**src/hdl/cpu_regs_pkg.sv**
```systemverilog
/*
 * CPU general-register block, shared definitions
 * register codes, write sizes, index step sizes, the write-back request
 * and the register dump address map
 */
`default_nettype none

package cpu_regs_pkg;

    // bank-relative group codes, resolved against rfp
    localparam logic [3:0] CUR_BANK   = 4'he;
    localparam logic [3:0] PREV_BANK  = 4'hd;

    // source group that always reads as zero
    localparam logic [3:0] ZERO_GROUP = 4'd4;

    // storage sizes in bytes
    localparam int ACC_BYTES = 64;
    localparam int PTR_BYTES = 16;

    // dump map: accumulators, then pointers, then zeros
    localparam logic [7:0] DUMP_PTR_BASE = 8'h40;
    localparam logic [7:0] DUMP_END      = 8'h50;

    // register code as seen by the decoder
    // group bit 3 set selects the pointer registers
    typedef struct packed {
        logic [3:0] group;
        logic [3:0] index;
    } reg_code_t;

    // write-back size
    typedef enum logic [1:0] {
        W_NONE = 2'd0,
        W_BYTE = 2'd1,
        W_WORD = 2'd2,
        W_LONG = 2'd3
    } width_e;

    // pointer step for indexed addressing, code 3 behaves as STEP_1
    typedef enum logic [1:0] {
        STEP_1 = 2'd0,
        STEP_2 = 2'd1,
        STEP_4 = 2'd2
    } step_e;

    // one write-back after the ALU/RAM selection
    typedef struct packed {
        logic [31:0] data;
        width_e      size;
    } wb_req_t;

endpackage

`default_nettype wire

```
**src/hdl/reg_bank_select.sv**
```systemverilog
/*
 * Register bank select
 * holds the register file pointer and turns bank-relative register
 * codes into absolute ones for the source and destination ports
 */
`timescale 1ns/1ps
`default_nettype none

module reg_bank_select (
    input  logic                    clk,
    input  logic                    rst,
    input  logic                    cen,
    input  logic                    inc_rfp,
    input  logic                    dec_rfp,
    input  logic                    idx_en,
    input  cpu_regs_pkg::reg_code_t idx_code,
    input  cpu_regs_pkg::reg_code_t src,
    input  cpu_regs_pkg::reg_code_t dst,
    output logic [1:0]              rfp,
    output cpu_regs_pkg::reg_code_t src_code,
    output cpu_regs_pkg::reg_code_t dst_code
);
    import cpu_regs_pkg::*;

    reg_code_t src_sel;

    // swap a bank-relative group for the absolute bank number
    function automatic reg_code_t resolve(
        input reg_code_t  code,
        input logic [1:0] bank
    );
        reg_code_t res;
        res = code;
        if (code.group == CUR_BANK) begin
            res.group = {2'b00, bank};
        end else if (code.group == PREV_BANK) begin
            res.group = {2'b00, bank - 2'd1};
        end
        return res;
    endfunction

    // bank pointer, wraps 3 -> 0 and 0 -> 3
    always_ff @(posedge clk or posedge rst) begin
        if (rst) begin
            rfp <= 2'd0;
        end else if (cen) begin
            if (dec_rfp) begin
                // dec wins when both strobes are set
                rfp <= rfp - 2'd1;
            end else if (inc_rfp) begin
                rfp <= rfp + 2'd1;
            end
        end
    end

    // indexed addressing takes over the source port
    always_comb begin
        src_sel  = idx_en ? idx_code : src;
        src_code = resolve(src_sel, rfp);
        dst_code = resolve(dst, rfp);
    end

endmodule

`default_nettype wire

```
**src/hdl/idx_step_unit.sv**
```systemverilog
/*
 * Index step unit
 * decodes the pointer step and builds the pre-decremented destination
 * value and the post-increment / pre-decrement pointer update
 */
`timescale 1ns/1ps
`default_nettype none

module idx_step_unit (
    input  cpu_regs_pkg::step_e step,
    input  logic                reg_inc,
    input  logic                reg_dec,
    input  logic [31:0]         dst_raw,
    output logic [31:0]         dst_out,
    output logic [31:0]         ptr_wdata,
    output logic                ptr_we
);
    import cpu_regs_pkg::*;

    logic [31:0] step_val;

    // step size in bytes
    always_comb begin
        case (step)
            STEP_1:  step_val = 32'd1;
            STEP_2:  step_val = 32'd2;
            STEP_4:  step_val = 32'd4;
            // unused code 3
            default: step_val = 32'd1;
        endcase
    end

    // pre-decrement shows up on the destination port right away
    assign dst_out = reg_dec ? dst_raw - step_val : dst_raw;

    // new pointer value, pre-decrement has priority
    assign ptr_wdata = reg_dec ? dst_out : dst_raw + step_val;

    assign ptr_we = reg_inc | reg_dec;

endmodule

`default_nettype wire

```
**src/hdl/reg_file.sv**
```systemverilog
/*
 * Register file storage
 * four banks of byte accumulators plus the shared pointer registers,
 * two combinational 32-bit read ports, byte/word/long write-back,
 * pointer update and a registered byte-wide dump port
 */
`timescale 1ns/1ps
`default_nettype none

module reg_file (
    input  logic                    clk,
    input  logic                    rst,
    input  logic                    cen,
    input  cpu_regs_pkg::reg_code_t src_code,
    input  cpu_regs_pkg::reg_code_t dst_code,
    output logic [31:0]             src_out,
    output logic [31:0]             dst_raw,
    input  cpu_regs_pkg::wb_req_t   wb,
    input  logic [31:0]             ptr_wdata,
    input  logic                    ptr_we,
    input  logic [7:0]              dmp_addr,
    output logic [7:0]              dmp_data
);
    import cpu_regs_pkg::*;

    logic [7:0] accs [ACC_BYTES];
    logic [7:0] ptrs [PTR_BYTES];

    // write lane addresses within the group and lane enables
    logic [3:0] wr_addr [4];
    logic [3:0] wr_en;

    // one byte of a group, accumulators are banked by group[1:0]
    function automatic logic [7:0] byte_at(
        input reg_code_t  code,
        input logic [3:0] addr
    );
        logic [7:0] value;
        if (code.group[3]) begin
            value = ptrs[addr];
        end else begin
            value = accs[{code.group[1:0], addr}];
        end
        return value;
    endfunction

    // little-endian long, low bytes follow the code, upper half aligned
    function automatic logic [31:0] read_long(input reg_code_t code);
        logic [31:0] value;
        value = {byte_at(code, {code.index[3:2], 2'b11}),
                 byte_at(code, {code.index[3:2], 2'b10}),
                 byte_at(code, {code.index[3:1], 1'b1}),
                 byte_at(code, code.index)};
        return value;
    endfunction

    always_comb begin
        src_out = (src_code.group == ZERO_GROUP) ? 32'd0 : read_long(src_code);
        dst_raw = read_long(dst_code);
    end

    // lane placement, long writes are aligned to four bytes
    always_comb begin
        if (wb.size == W_LONG) begin
            wr_addr[0] = {dst_code.index[3:2], 2'b00};
            wr_addr[1] = {dst_code.index[3:2], 2'b01};
        end else begin
            wr_addr[0] = dst_code.index;
            wr_addr[1] = {dst_code.index[3:1], 1'b1};
        end
        wr_addr[2] = {dst_code.index[3:2], 2'b10};
        wr_addr[3] = {dst_code.index[3:2], 2'b11};

        case (wb.size)
            W_NONE: wr_en = 4'b0000;
            W_BYTE: wr_en = 4'b0001;
            W_WORD: wr_en = 4'b0011;
            W_LONG: wr_en = 4'b1111;
        endcase
    end

    always_ff @(posedge clk or posedge rst) begin
        if (rst) begin
            for (int i = 0; i < ACC_BYTES; i++) begin
                accs[i] <= 8'd0;
            end
            for (int i = 0; i < PTR_BYTES; i++) begin
                ptrs[i] <= 8'd0;
            end
        end else if (cen) begin
            // write-back at the destination code
            for (int k = 0; k < 4; k++) begin
                if (wr_en[k]) begin
                    if (dst_code.group[3]) begin
                        ptrs[wr_addr[k]] <= wb.data[8*k +: 8];
                    end else begin
                        accs[{dst_code.group[1:0], wr_addr[k]}] <= wb.data[8*k +: 8];
                    end
                end
            end
            // pointer update comes last so it overrides overlapping bytes
            if (ptr_we) begin
                for (int k = 0; k < 4; k++) begin
                    ptrs[{src_code.index[3:2], 2'(k)}] <= ptr_wdata[8*k +: 8];
                end
            end
        end
    end

    // dump byte, one cycle behind the address
    always_ff @(posedge clk) begin
        if (dmp_addr < DUMP_PTR_BASE) begin
            dmp_data <= accs[dmp_addr[5:0]];
        end else if (dmp_addr < DUMP_END) begin
            dmp_data <= ptrs[dmp_addr[3:0]];
        end else begin
            dmp_data <= 8'd0;
        end
    end

endmodule

`default_nettype wire

```
**src/hdl/reg_dump_apb.sv**
```systemverilog
/*
 * APB register dump slave
 * read-only window onto the register file dump port, one wait state
 * covers the registered dump byte; writes finish with pslverr
 */
`timescale 1ns/1ps
`default_nettype none

module reg_dump_apb (
    input  logic        clk,
    input  logic        rst,
    input  logic        psel,
    input  logic        penable,
    input  logic        pwrite,
    input  logic [7:0]  paddr,
    output logic [31:0] prdata,
    output logic        pready,
    output logic        pslverr,
    output logic [7:0]  dmp_addr,
    input  logic [7:0]  dmp_data
);

    typedef enum logic [1:0] {
        IDLE = 2'd0,
        WAIT = 2'd1,
        DONE = 2'd2
    } state_e;

    state_e state;
    logic   err_q;

    // master holds paddr until pready
    assign dmp_addr = paddr;

    assign pready  = (state == DONE);
    assign pslverr = pready & err_q;

    always_ff @(posedge clk or posedge rst) begin
        if (rst) begin
            state <= IDLE;
            err_q <= 1'b0;
        end else begin
            case (state)
                IDLE: begin
                    // start on the setup cycle
                    if (psel && !penable) begin
                        err_q <= pwrite;
                        state <= pwrite ? DONE : WAIT;
                    end
                end
                WAIT:    state <= DONE;
                DONE:    state <= IDLE;
                default: state <= IDLE;
            endcase
        end
    end

    // dump byte is valid during the first access cycle
    always_ff @(posedge clk) begin
        if (state == WAIT) begin
            prdata <= {24'd0, dmp_data};
        end
    end

endmodule

`default_nettype wire

```
**src/hdl/cpu_regs_top.sv**
```systemverilog
/*
 * CPU general-register block
 * bank select, register storage, index stepping and the APB dump slave
 */
`timescale 1ns/1ps
`default_nettype none

module cpu_regs_top (
    input  logic                    clk,
    input  logic                    rst,
    input  logic                    cen,
    input  logic                    inc_rfp,
    input  logic                    dec_rfp,
    input  logic                    idx_en,
    input  cpu_regs_pkg::reg_code_t idx_code,
    input  cpu_regs_pkg::reg_code_t src,
    input  cpu_regs_pkg::reg_code_t dst,
    input  cpu_regs_pkg::step_e     step,
    input  logic                    reg_inc,
    input  logic                    reg_dec,
    input  logic [31:0]             alu_dout,
    input  logic [31:0]             ram_dout,
    input  logic                    data_sel,
    input  cpu_regs_pkg::width_e    alu_we,
    input  cpu_regs_pkg::width_e    ram_we,
    output logic [31:0]             src_out,
    output logic [31:0]             dst_out,
    output logic [1:0]              rfp,
    input  logic                    psel,
    input  logic                    penable,
    input  logic                    pwrite,
    input  logic [7:0]              paddr,
    output logic [31:0]             prdata,
    output logic                    pready,
    output logic                    pslverr
);
    import cpu_regs_pkg::*;

    reg_code_t   src_code;
    reg_code_t   dst_code;
    logic [31:0] dst_raw;
    logic [31:0] ptr_wdata;
    logic        ptr_we;
    wb_req_t     wb;
    logic [7:0]  dmp_addr;
    logic [7:0]  dmp_data;

    // memory or ALU result
    assign wb.data = data_sel ? ram_dout : alu_dout;
    assign wb.size = data_sel ? ram_we : alu_we;

    reg_bank_select u_bank (
        .clk      (clk),
        .rst      (rst),
        .cen      (cen),
        .inc_rfp  (inc_rfp),
        .dec_rfp  (dec_rfp),
        .idx_en   (idx_en),
        .idx_code (idx_code),
        .src      (src),
        .dst      (dst),
        .rfp      (rfp),
        .src_code (src_code),
        .dst_code (dst_code)
    );

    idx_step_unit u_step (
        .step      (step),
        .reg_inc   (reg_inc),
        .reg_dec   (reg_dec),
        .dst_raw   (dst_raw),
        .dst_out   (dst_out),
        .ptr_wdata (ptr_wdata),
        .ptr_we    (ptr_we)
    );

    reg_file u_file (
        .clk       (clk),
        .rst       (rst),
        .cen       (cen),
        .src_code  (src_code),
        .dst_code  (dst_code),
        .src_out   (src_out),
        .dst_raw   (dst_raw),
        .wb        (wb),
        .ptr_wdata (ptr_wdata),
        .ptr_we    (ptr_we),
        .dmp_addr  (dmp_addr),
        .dmp_data  (dmp_data)
    );

    reg_dump_apb u_dump (
        .clk      (clk),
        .rst      (rst),
        .psel     (psel),
        .penable  (penable),
        .pwrite   (pwrite),
        .paddr    (paddr),
        .prdata   (prdata),
        .pready   (pready),
        .pslverr  (pslverr),
        .dmp_addr (dmp_addr),
        .dmp_data (dmp_data)
    );

endmodule

`default_nettype wire

```
**config.mk**
```make
export PLATFORM = sky130hd
export DESIGN_NAME = cpu_regs_top
export DESIGN_NICKNAME = d
export VERILOG_FILES = /design/src/hdl/cpu_regs_pkg.sv /design/src/hdl/reg_bank_select.sv /design/src/hdl/idx_step_unit.sv /design/src/hdl/reg_file.sv /design/src/hdl/reg_dump_apb.sv /design/src/hdl/cpu_regs_top.sv
export SDC_FILE = /design/constraint.sdc
export NUM_CORES = 2
export LEC_CHECK = 0
export BUFFER_PORTS_ARGS = -buffer_cell sky130_fd_sc_hd__buf_2
export CAP_MARGIN = 20
export CORE_ASPECT_RATIO = 1.1
export CORE_MARGIN = 2
export CORE_UTILIZATION = 48
export CTS_BUF_LIST = sky130_fd_sc_hd__clkbuf_4
export CTS_CLUSTER_DIAMETER = 100
export DETAILED_ROUTE_END_ITERATION = 7
export PLACE_DENSITY = 0.71
export SYNTH_ARGS = -nofsm -noshare
export SYNTH_HDL_FRONTEND = slang
export SYNTH_HIERARCHICAL = 1
export SYNTH_SLANG_ARGS = --single-unit
```
**constraint.sdc**
```tcl
create_clock -name clk -period 25.1 [get_ports clk]
set_input_delay 3.765 -clock clk [delete_from_list [all_inputs] [get_ports clk]]
set_output_delay 3.765 -clock clk [all_outputs]
set_load 0.02 [all_outputs]
```
==> run metrics <==
Yosys warning count=6; # IOs=214; final number of setup-violating endpoints=0; Final ANT Viol Nets=0; Max-Cap Viols=0; Post-CTS Setup Bufs=0; DRC viols=0; first-pass GRT wire length=495,000 microns; hold_buf cts=0; fin cells=7,595; final wirelength=366,000 microns; vias per cell=8.33; Total Nets Final=5,893; Clock Path Buffers=3; TritonCTS clock tree=done; Placer Congestion=1.14; CP Launch Type=primary input; Slowest cell on crit path=nor4_1; Critical Path Fanout Max=50; Port Buffers=189; Core ar.=125,000 sq um; Worst Skew=0.0981 ns; Total Power=0.00623 W; worst slew pin tran=1.39 ns; initial antenna violation count=38; GRT overflow=0; Critical Path RT=21.33 ns; status=finished clean; setup tns final=0 ns; Critical Path, Cell by Cell=buf_8 > buf_4 > buf_4 > mux4_2 > a21oi_1 > nand4_1 > nor4_1 > a21oi_1 > inv_1 > ha_1 > nor2b_1 > o21ai_0 > nand3_4 > nor3_1 > xor2_1 > buf_2; Final Hold Vio Count=0; HPWL Detailed=253,000 microns; clock latency on the worst-skew pair=1.33 ns; vias in the first global route=58,100; period utilization=56.9%; peak supply drop=0.0769 mV; DRT Pass-1 Iters=7; CP Capture Type=output pin; GR Util All Layers=55.9%; slowest stage delay, CP=0.99 ns; Clock Pin Slew Worst Setup and Hold Paths=0.07 ns; DIE AREA=130,000 sq um; area delta synth->final=7.24%; layout cell share with drive strength beyond 1=29.4%; worst slack at placement=11.27 ns; arrival time at the worst endpoint=10.51 ns; PwrDens=95.6 nW/um^2; critical path type=in2out; Placed Cells=7,219; routed via count=63,300; Slew headroom=6.95%; drt wl/cell=48.2 microns; Syn Area/Cell=10.4 sq um; FMAX=70.0 MHz; Root Driver=clkbuf_4; Die Span Y=377 microns; CTS resizes=0; TritonCTS Buffers=190; row count=136; Final min period=14.28 ns; leakage=25.4 nW; Max Transition Viols Final=0; Mapped Cells=5,853; H-tree depth=4; worst min path class=reg2reg; largest net degree at the start of global routing=184; die width=343 microns; RSZ-0062 raised after global routing=no; DRT iter0 DRCs=12,200; CTS sink cnt=661; Starting Density=48.5%; Post-Syn Area=60,800 sq um; setup slack after layout=10.82 ns; hold slack=0.397 ns
[cell type report]
type	instances	area [sq um]
diodes	33	82.6
clock buffers	274	2060
clock inverters	55	348
fillers	11500	60100
inverters	40	158
multi-input cells	4492	41400
flip-flops and latches	661	16500
well taps	1656	2070
repair buffers	384	2580
[per-layer routing]
layer	wire length, microns	share of wire [%]	global-route usage, %
met5	720	0.20	2.77
met4	43000	12	49.5
met3	63300	17	30.3
met2	143000	39	74.7
met1	116000	32	63.5
[cell usage in the layout (no fill, tap or decap), drive strengths merged, types with 16 or more instances in the layout]
master / n
clkinv: 46
o211ai: 38
mux2: 218
buf: 376
xnor2: 40
nor2: 663
a21oi: 441
nor3: 50
o221ai: 17
nand3: 142
nand4: 24
a31oi: 148
a2bb2oi: 96
diode: 33
mux4: 740
nor2b: 54
mux2i: 388
o21ai: 114
xor2: 24
a22oi: 67
a211o: 92
and2: 22
conb: 24
nand2: 377
inv: 45
nor4: 20
nand2b: 23
dfrtp: 645
or2: 16
a211oi: 155
o22ai: 339
clkbuf: 282
[path summary, 6_finish.rpt]
path | endpoint | startpoint | slack [ns] | depth (start not counted)
min | u_dump/prdata[4] | u_file/dmp_data[4] | 0.40 | 0
min in group asynchronous | u_bank/rfp[1] | rst | 2.41 | 2
min reg2reg | u_dump/prdata[4] | u_file/dmp_data[4] | 0.40 | 0
max in group asynchronous | u_file/accs[99] | rst | 19.15 | 5
max | dst_out[29] | dst[0] | 10.82 | 16
max reg2reg | u_file/ptrs[68] | u_bank/rfp[0] | 16.69 | 20
[power breakdown]
group,internal [W],total [W],switching [W]
logic,0.00125,0.00292,0.00166
registers,0.00139,0.00222,0.000832
clock network,0.000532,0.00110,0.000564
[worst max-delay path, delay by kind of cell]
kind | cells | cell delay, ns
buffers and inverters | 5 | 2.15
multiplexers | 1 | 0.60
AO/OA/AOI/OAI | 3 | 1.33
adder cells (fa/ha/maj) | 1 | 0.19
XOR/XNOR | 1 | 0.19
AND/OR/NAND/NOR | 5 | 2.10
[stage by stage]
| stage | utilization (%) | cell area, sq um |
|---|---|---|
| 6_report | 52.1 | 65200 |
| 5_1_grt | 52.0 | 65100 |
| 4_1_cts | 51.9 | 65000 |
| 3_5_place_dp | 49.9 | 62600 |
| 3_3_place_gp | 49.9 | 62500 |
| 2_1_floorplan | - | 60900 |
No activity file was read; power rests on OpenSTA's default activity.
